## src/elevator_pkg.sv

```systemverilog
// Shared floor and queue definitions for the elevator request controller and its testbench

package elevator_pkg;

    //////////////////////////////////////////////////////////////////////
    // Building size
    //////////////////////////////////////////////////////////////////////

    // Floors are numbered from zero for the lowest floor
    localparam int floor_count = 11;

    // Floor number, wide enough for every floor
    typedef logic [3:0] floor_t;

    // One bit per floor for lights, buttons and pending sets
    typedef logic [floor_count-1:0] floor_mask_t;

    //////////////////////////////////////////////////////////////////////
    // Request queue sizing
    //////////////////////////////////////////////////////////////////////

    localparam int queue_depth  = 16;
    localparam int queue_addr_w = $clog2(queue_depth);

    // Read and write pointer, one extra wrap bit tells full from empty
    typedef logic [queue_addr_w:0] queue_ptr_t;

    //////////////////////////////////////////////////////////////////////
    // Reset values
    //////////////////////////////////////////////////////////////////////

    localparam floor_t      floor_reset = '0;
    localparam floor_mask_t mask_reset  = '0;
    localparam queue_ptr_t  ptr_reset   = '0;

endpackage

```

## src/request_if.sv

```systemverilog
// Bundle of capture, queue and dispatch signals, instanced once in the top level
`timescale 1ns/1ps

interface request_if;

    // Capture to queue, new floor request strobe
    logic                 push;
    elevator_pkg::floor_t push_floor;

    // Power and emergency conditioning, levels
    logic                 power_off;
    logic                 halt;

    // Queue status and oldest entry
    logic                 full;
    logic                 head_valid;
    elevator_pkg::floor_t head_floor;

    // Dispatch strobes, take the head and clear a served floor
    logic                 pop;
    logic                 serve;
    elevator_pkg::floor_t serve_floor;

    modport capture  (output push, push_floor, power_off, halt,
                      input  full, serve, serve_floor);

    modport queue    (input  push, push_floor, pop, power_off,
                      output full, head_valid, head_floor);

    modport dispatch (input  head_valid, head_floor, halt, power_off,
                      output pop, serve, serve_floor);

endinterface

```

## src/dispatch_control.sv

```systemverilog
// Dispatcher: takes the queue head as the car target and drives motion, serve and door outputs
`timescale 1ns/1ps

module dispatch_control (
    input  logic                 clock,
    input  logic                 reset_n,
    input  elevator_pkg::floor_t current_floor,
    input  logic                 elevator_moving,
    input  logic                 door_open_btn,
    input  logic                 door_close_btn,
    request_if.dispatch          bus,
    output elevator_pkg::floor_t floor_selector,
    output logic                 direction_selector,
    output logic                 activate_elevator,
    output logic                 door_open_allowed,
    output logic                 door_close_allowed
);

    // Floor the car is currently heading for
    elevator_pkg::floor_t target;
    logic                 busy;
    logic                 take;
    logic                 arrive;
    logic                 serve_q;

    //////////////////////////////////////////////////////////////////////
    // Target selection and arrival
    //////////////////////////////////////////////////////////////////////

    // New target only while idle and the car is standing still
    assign take   = ~busy & ~elevator_moving & bus.head_valid & ~bus.halt;
    assign arrive = busy & ~elevator_moving & ~bus.halt & (target == current_floor);

    assign bus.pop = take;

    always_ff @(posedge clock or negedge reset_n) begin
        if (!reset_n) begin
            target  <= elevator_pkg::floor_reset;
            busy    <= 1'b0;
            serve_q <= 1'b0;
        end else if (bus.power_off) begin
            target  <= elevator_pkg::floor_reset;
            busy    <= 1'b0;
            serve_q <= 1'b0;
        end else begin
            serve_q <= arrive;
            if (take) begin
                target <= bus.head_floor;
                busy   <= 1'b1;
            end else if (arrive) begin
                busy <= 1'b0;
            end
        end
    end

    // Target still holds the served floor during the serve cycle
    assign bus.serve       = serve_q;
    assign bus.serve_floor = target;

    //////////////////////////////////////////////////////////////////////
    // Motion and door outputs
    //////////////////////////////////////////////////////////////////////

    assign floor_selector     = target;
    assign direction_selector = target > current_floor;
    assign activate_elevator  = busy & ~bus.halt & (target != current_floor);

    // Doors only while the car is stopped and powered
    assign door_open_allowed  = door_open_btn & ~elevator_moving & ~bus.power_off;
    assign door_close_allowed = door_close_btn & ~elevator_moving & ~bus.power_off;

endmodule

```

## src/floor_request_top.sv

```systemverilog
// Top level of the floor request controller, connects capture, queue and dispatch
`timescale 1ns/1ps

module floor_request_top (
    input  logic                      clock,
    input  logic                      reset_n,
    input  elevator_pkg::floor_mask_t floor_call_buttons,
    input  elevator_pkg::floor_mask_t panel_buttons,
    input  logic                      door_open_btn,
    input  logic                      door_close_btn,
    input  logic                      emergency_btn,
    input  logic                      power_switch,
    input  elevator_pkg::floor_t      current_floor,
    input  logic                      elevator_moving,
    output elevator_pkg::floor_t      floor_selector,
    output logic                      direction_selector,
    output logic                      activate_elevator,
    output elevator_pkg::floor_mask_t call_button_lights,
    output elevator_pkg::floor_mask_t panel_button_lights,
    output logic                      door_open_allowed,
    output logic                      door_close_allowed
);

    // Shared request signals between the three blocks
    request_if bus ();

    // Buttons in, lights out, new floors toward the queue
    request_capture request_capture_inst (
        .clock               (clock),
        .reset_n             (reset_n),
        .floor_call_buttons  (floor_call_buttons),
        .panel_buttons       (panel_buttons),
        .emergency_btn       (emergency_btn),
        .power_switch        (power_switch),
        .current_floor       (current_floor),
        .bus                 (bus.capture),
        .call_button_lights  (call_button_lights),
        .panel_button_lights (panel_button_lights)
    );

    request_queue request_queue_inst (
        .clock   (clock),
        .reset_n (reset_n),
        .bus     (bus.queue)
    );

    // Motion controller side
    dispatch_control dispatch_control_inst (
        .clock              (clock),
        .reset_n            (reset_n),
        .current_floor      (current_floor),
        .elevator_moving    (elevator_moving),
        .door_open_btn      (door_open_btn),
        .door_close_btn     (door_close_btn),
        .bus                (bus.dispatch),
        .floor_selector     (floor_selector),
        .direction_selector (direction_selector),
        .activate_elevator  (activate_elevator),
        .door_open_allowed  (door_open_allowed),
        .door_close_allowed (door_close_allowed)
    );

endmodule

```

## src/request_capture.sv

```systemverilog
// Button capture: latches hall and car buttons into lights and feeds new floors to the queue
`timescale 1ns/1ps

module request_capture (
    input  logic                      clock,
    input  logic                      reset_n,
    input  elevator_pkg::floor_mask_t floor_call_buttons,
    input  elevator_pkg::floor_mask_t panel_buttons,
    input  logic                      emergency_btn,
    input  logic                      power_switch,
    input  elevator_pkg::floor_t      current_floor,
    request_if.capture                bus,
    output elevator_pkg::floor_mask_t call_button_lights,
    output elevator_pkg::floor_mask_t panel_button_lights
);

    // Floors lit but not yet handed to the queue
    elevator_pkg::floor_mask_t pending;

    elevator_pkg::floor_mask_t here_mask;
    elevator_pkg::floor_mask_t call_accept;
    elevator_pkg::floor_mask_t panel_accept;
    elevator_pkg::floor_mask_t new_mask;
    elevator_pkg::floor_mask_t push_mask;
    elevator_pkg::floor_mask_t serve_mask;
    logic                      power_off;
    logic                      halt;

    // Lowest set bit of a floor mask, floor zero when empty
    function automatic elevator_pkg::floor_t lowest_floor(input elevator_pkg::floor_mask_t m);
        elevator_pkg::floor_t f;
        f = elevator_pkg::floor_reset;
        for (int i = elevator_pkg::floor_count - 1; i >= 0; i--) begin
            if (m[i]) begin
                f = elevator_pkg::floor_t'(i);
            end
        end
        return f;
    endfunction

    //////////////////////////////////////////////////////////////////////
    // Power and emergency conditioning
    //////////////////////////////////////////////////////////////////////

    assign power_off     = ~power_switch;
    assign halt          = power_off | emergency_btn;
    assign bus.power_off = power_off;
    assign bus.halt      = halt;

    //////////////////////////////////////////////////////////////////////
    // Button acceptance
    //////////////////////////////////////////////////////////////////////

    // Pressing the floor the car is at does nothing
    assign here_mask    = elevator_pkg::floor_mask_t'(1) << current_floor;
    assign call_accept  = halt ? elevator_pkg::mask_reset :
                          (floor_call_buttons & ~call_button_lights & ~here_mask);
    assign panel_accept = halt ? elevator_pkg::mask_reset :
                          (panel_buttons & ~panel_button_lights & ~here_mask);

    // A floor is queued once per lighting, even if both buttons light it
    assign new_mask = (call_accept | panel_accept) &
                      ~(call_button_lights | panel_button_lights);

    // Hand the lowest pending floor to the queue unless it is full
    assign bus.push       = (|pending) & ~bus.full;
    assign bus.push_floor = lowest_floor(pending);
    assign push_mask      = bus.push ? (elevator_pkg::floor_mask_t'(1) << bus.push_floor) :
                                       elevator_pkg::mask_reset;
    assign serve_mask     = bus.serve ? (elevator_pkg::floor_mask_t'(1) << bus.serve_floor) :
                                        elevator_pkg::mask_reset;

    always_ff @(posedge clock or negedge reset_n) begin
        if (!reset_n) begin
            call_button_lights  <= elevator_pkg::mask_reset;
            panel_button_lights <= elevator_pkg::mask_reset;
            pending             <= elevator_pkg::mask_reset;
        end else if (power_off) begin
            call_button_lights  <= elevator_pkg::mask_reset;
            panel_button_lights <= elevator_pkg::mask_reset;
            pending             <= elevator_pkg::mask_reset;
        end else begin
            call_button_lights  <= (call_button_lights & ~serve_mask) | call_accept;
            panel_button_lights <= (panel_button_lights & ~serve_mask) | panel_accept;
            pending             <= (pending & ~push_mask) | new_mask;
        end
    end

endmodule

```

## src/request_queue.sv

```systemverilog
// Request FIFO: holds accepted floor numbers in arrival order for the dispatcher
`timescale 1ns/1ps

module request_queue (
    input  logic     clock,
    input  logic     reset_n,
    request_if.queue bus
);

    // Entry storage, written only through the write pointer
    elevator_pkg::floor_t mem [elevator_pkg::queue_depth];

    elevator_pkg::queue_ptr_t wr_ptr;
    elevator_pkg::queue_ptr_t rd_ptr;
    logic                     do_write;
    logic                     do_read;
    logic                     ptr_wrap_differs;
    logic                     ptr_addr_equal;

    //////////////////////////////////////////////////////////////////////
    // Status
    //////////////////////////////////////////////////////////////////////

    // Same address with opposite wrap bits means every slot is taken
    assign ptr_wrap_differs = wr_ptr[elevator_pkg::queue_addr_w] !=
                              rd_ptr[elevator_pkg::queue_addr_w];
    assign ptr_addr_equal   = wr_ptr[elevator_pkg::queue_addr_w-1:0] ==
                              rd_ptr[elevator_pkg::queue_addr_w-1:0];

    assign bus.full       = ptr_wrap_differs & ptr_addr_equal;
    assign bus.head_valid = (wr_ptr != rd_ptr);
    assign bus.head_floor = mem[rd_ptr[elevator_pkg::queue_addr_w-1:0]];

    assign do_write = bus.push & ~bus.full & ~bus.power_off;
    assign do_read  = bus.pop & bus.head_valid & ~bus.power_off;

    //////////////////////////////////////////////////////////////////////
    // Storage and pointers
    //////////////////////////////////////////////////////////////////////

    always_ff @(posedge clock) begin
        if (do_write) begin
            mem[wr_ptr[elevator_pkg::queue_addr_w-1:0]] <= bus.push_floor;
        end
    end

    // Power off empties the queue at every edge it is held
    always_ff @(posedge clock or negedge reset_n) begin
        if (!reset_n) begin
            wr_ptr <= elevator_pkg::ptr_reset;
            rd_ptr <= elevator_pkg::ptr_reset;
        end else if (bus.power_off) begin
            wr_ptr <= elevator_pkg::ptr_reset;
            rd_ptr <= elevator_pkg::ptr_reset;
        end else begin
            if (do_write) begin
                wr_ptr <= wr_ptr + 1'b1;
            end
            if (do_read) begin
                rd_ptr <= rd_ptr + 1'b1;
            end
        end
    end

endmodule

```

## config.mk

```make
export PLATFORM = sky130hd
export DESIGN_NAME = floor_request_top
export DESIGN_NICKNAME = d
export VERILOG_FILES = /design/src/elevator_pkg.sv /design/src/request_if.sv /design/src/dispatch_control.sv /design/src/floor_request_top.sv /design/src/request_capture.sv /design/src/request_queue.sv
export SDC_FILE = /design/constraint.sdc
export NUM_CORES = 1
export LEC_CHECK = 0
export BUFFER_PORTS_ARGS = -buffer_cell sky130_fd_sc_hd__buf_4
export CAP_MARGIN = 25
export CORE_AREA = 2 2 128 130
export DETAILED_ROUTE_END_ITERATION = 10
export DIE_AREA = 0 0 130 132
export SYNTH_ARGS = -nofsm -noshare
export SYNTH_HDL_FRONTEND = slang
export SYNTH_SLANG_ARGS = --single-unit
```

## constraint.sdc

```tcl
create_clock -name clock -period 2.9 [get_ports clock]
set_clock_uncertainty 0.15 [all_clocks]
set_input_delay 0.29 -clock clock [delete_from_list [all_inputs] [get_ports clock]]
set_output_delay 0.29 -clock clock [all_outputs]
set_load 0.03 [all_outputs]
```

==> flow_metrics.py <==
metrics = {
    "power_and_ir_drop": {
        "power_w": 0.004673,
        "p_sw_w": 0.001281,
        "power_leakage_nw": 2.630,
        "clkPwrFrac_pct": 42.9,
        "seqPwrFrac_pct": 40.9,
        "p_per_area_mw_per_mm2": 696.5,
        "sw_frac_of_total_pct": 27.41,
        "intPower_w": 0.003392,
        "pwr-share-comb_pct": 16.2,
        "irDropWorstVdd_v": 0.0004867,
    },
    "yosys": {
        "async_reset_ff_share_pct": 43.36,
        "synthAdderAreaFrac_pct": 2.085,
        "synth_mux_area_share_pct": 7.135,
        "synth-compound-area-share_pct": 12.25,
        "synth_edf_count": 64,
        "yosysWarnings": 0,
        "synth_top_family_by_area": "simple AND/OR/NAND/NOR gates",
        "synth_seq_cells": 113,
        "synth_top_area_share_pct": 35.58,
        "synth_area_mm2": 0.005401,
        "syn-instance-count": 445,
        "synth_top_area_cell": "edfxtp_1",
        "ys.flop_type": "edfxtp_1",
        "synth.area.top_cells": "edfxtp_1 (36%), dfrtp_1 (23%), mux4_2 (6.7%)",
        "synth_most_common_cell": "edfxtp_1",
        "synthXorXnorAreaFrac_pct": 0.9729,
        "netlist_top_cells_count": "edfxtp_1 (64), nand2_1 (50), dfrtp_1 (49)",
        "avgSynthCellArea_um2": 12.14,
        "synthSimpleGateAreaFrac_pct": 16.68,
        "syn-num-nets": 487,
        "synth.yosys.seq_area_share_pct": 58.28,
        "synth_cell_type_count": 50,
    },
    "critical_path": {
        "rr_startpoint": "request_queue_inst.wr_ptr[2]$_DFFE_PN0P_",
        "cp-end-kind": "output port",
        "path_class": "reg2out",
        "cp-start-kind": "flop",
        "cp.arrival_ns": 1.98,
        "cp-startpoint": "dispatch_control_inst.bus.serve_floor[1]$_DFFE_PN0P_",
        "cp_max_fo": 7,
        "cp.required_ns": 2.46,
    },
    "detailed_routing": {
        "drc": 0,
        "wl_mm": 13.09,
        "vias": 3808,
        "dr.first_iter.drc_count": 323,
        "drt-wirelength-per-cell_um": 17.45,
        "drt_pass1_iterations": 6,
        "ant_nets": 0,
        "viasPerCell": 5.077,
    },
    "global_routing": {
        "globalRouteMet3Util_pct": 4.505,
        "grt_busiest_layer": "met2",
        "grt_usage_pct": 15.98,
        "grt_util_met2_pct": 24.90,
        "grt_max_degree": 50,
        "grt_pass1_wl_mm": 20.70,
        "antenna_found_initial": 0,
        "grt.overflow.total": 0,
        "grt_util_met1_pct": 21.52,
        "grt_pass1_vias": 3901,
    },
    "cells_and_area": {
        "antenna_cells": 0,
        "finalInstanceArea_mm2": 0.006709,
        "drive_gt1_share_pct": 23.78,
        "fin_nets": 563,
        "stdcell_count": 750,
        "syn2layout_area_growth_pct": 24.21,
    },
    "die": {
        "core_mm2": 0.01571,
        "ios": 63,
        "die_area_mm2": 0.01716,
        "die-height_um": 132,
        "rows": 46,
        "die_w_um": 130,
        "initial_utilization_pct": 34.38,
    },
    "sta": {
        "worst_pin_slew_ns": 0.9046,
        "slew_headroom_pct": 38.84,
        "hold_violations": 0,
        "max_freq_mhz": 413.6,
        "rsz0062_at_grt": "false",
        "setup_viol": 0,
        "fin_crit_sh_pct": 83.38,
        "setup_slack_ns": 0.4821,
        "tns_ns": 0,
        "min_period_ns": 2.418,
        "drv_slew": 0,
    },
    "run_status": {
        "status": "finished, final reports clean",
    },
    "clocking": {
        "clk_latency_ns": 0.42,
        "cts_sinks": 113,
        "h-tree-depth": 4,
        "cts.repair.resized": 0,
        "clockBufferDepth": 2,
        "clockRootBuffer": "clkbuf_16",
        "cts_made_buffers": 17,
        "clk_pin_slew_ns": 0.05,
        "cts_tree": "done",
    },
    "placed_design": {
        "place_area_mm2": 0.006121,
        "dp_hpwl_mm": 9.225,
        "portBuffers": 62,
        "gp_congestion": 0.8486,
        "dp_slack_ns": 0.4621,
        "dp.cells": 716,
    },
    "hold_path": {
        "hold_class": "in2reg",
        "hp-start": "floor_call_buttons[1]",
    },
    "job": {
        "max_cap_violations": 0,
    },
}
metal layers:
metal | wire [um] | share of wire (%)
met1 | 5915 | 45
met2 | 6246 | 48
met3 | 796 | 6.1
met4 | 128 | 0.98
met5 | 0 | 0
layout make-up:
class                      instances  area [um^2]
sequential                       113         3148
tap                              216        270.3
timing repair buffer              73        553.0
clock buffer                      18        429.2
inverter                          15        56.30
clock inverter                    14        138.9
fill                            1479         9004
multi-input combinational        301         2113
power by group through the flow:
stage / combinational [W] / clock, W / sequential (W)
after floorplan: 0.000453 / 0 / 0.00196
after global placement: 0.000758 / 0 / 0.00194
after detailed placement: 0.000764 / 0 / 0.00194
after CTS: 0.000767 / 0.00203 / 0.00191
after global routing: 0.000831 / 0.00212 / 0.00192
final: 0.000757 / 0.00200 / 0.00191
timing repair:
| action | CTS | global route |
|---|---|---|
| setup buffers | 0 | 0 |
| hold buffers | 2 | 0 |
| endpoints found under the setup margin | 0 | 0 |
| hold endpoints to repair | 50 | 0 |
registers in the layout, summed over array words and instances (netlist names):
name	count
request_queue_inst.wr_ptr	5
dispatch_control_inst.bus.serve_floor	4
dispatch_control_inst.bus.serve	1
dispatch_control_inst.busy	1
request_queue_inst.mem	64
request_capture_inst.pending	11
request_capture_inst.call_button_lights	11
request_queue_inst.rd_ptr	5
request_capture_inst.panel_button_lights	11
worst paths after layout:
path	end	slack [ns]	cells after the start
min	request_capture_inst.call_button_lights[1]$_DFF_PN0_	0.02	3
min in group asynchronous	request_capture_inst.panel_button_lights[5]$_DFF_PN0_	0.30	2
max reg2reg	request_queue_inst.mem[6][0]$_DFFE_PP_	0.50	4
min reg2reg	request_capture_inst.call_button_lights[1]$_DFF_PN0_	0.42	2
max in group asynchronous	request_queue_inst.wr_ptr[4]$_DFFE_PN0P_	1.85	2
max	direction_selector	0.48	6
per-stage QoR:
step	hold slack [ns]	util, %
final	0.02300	42.70
after global routing	0.02923	42.70
after CTS	0.01446	42.70
after detailed placement	0.2156	38.96
after global placement	0.2064	38.96
after floorplan	-0.1556	-
critical path, cell delays in order (launching register included):
cell	delay [ns]
dfrtp_1	0.47
ha_1	0.33
nor2b_1	0.13
o21a_1	0.12
o21ai_0	0.06
a21boi_0	0.25
buf_4	0.21
cells in the final DEF (no fill, tap or decap), types with 4 or more instances in the layout:
| master | netlist | routed |
|---|---|---|
| buf_4 | 1 | 71 |
| edfxtp_1 | 64 | 64 |
| nand2_1 | 50 | 50 |
| dfrtp_1 | 49 | 49 |
| o21ai_0 | 34 | 34 |
| nor2_1 | 22 | 22 |
| and2_1 | 20 | 20 |
| clkbuf_16 | 0 | 17 |
| a21boi_0 | 16 | 16 |
| mux4_2 | 16 | 16 |
| inv_1 | 15 | 15 |
| nor2b_1 | 15 | 15 |
| o211ai_1 | 12 | 12 |
| nand3_1 | 12 | 12 |
| and3_1 | 12 | 12 |
| ha_1 | 9 | 9 |
| a21oi_1 | 8 | 8 |
| xnor2_1 | 6 | 6 |
| o31ai_1 | 6 | 6 |
| nand3b_1 | 6 | 6 |
| nor3_1 | 5 | 5 |
| a31oi_1 | 5 | 5 |
| nor4_1 | 4 | 4 |
| nand4_1 | 4 | 4 |
| a22o_1 | 4 | 4 |
| a221oi_1 | 4 | 4 |
kinds of logic after synthesis:
family                   count (synthesis)
AO/OA/AOI/OAI                           98
XOR/XNOR                                 6
adder cells (fa/ha/maj)                  9
buffers and inverters                   31
flip-flops                             113
multiplexers                            18
AND/OR/NAND/NOR                        170
Note: power is estimated with default switching activity, not from simulation.
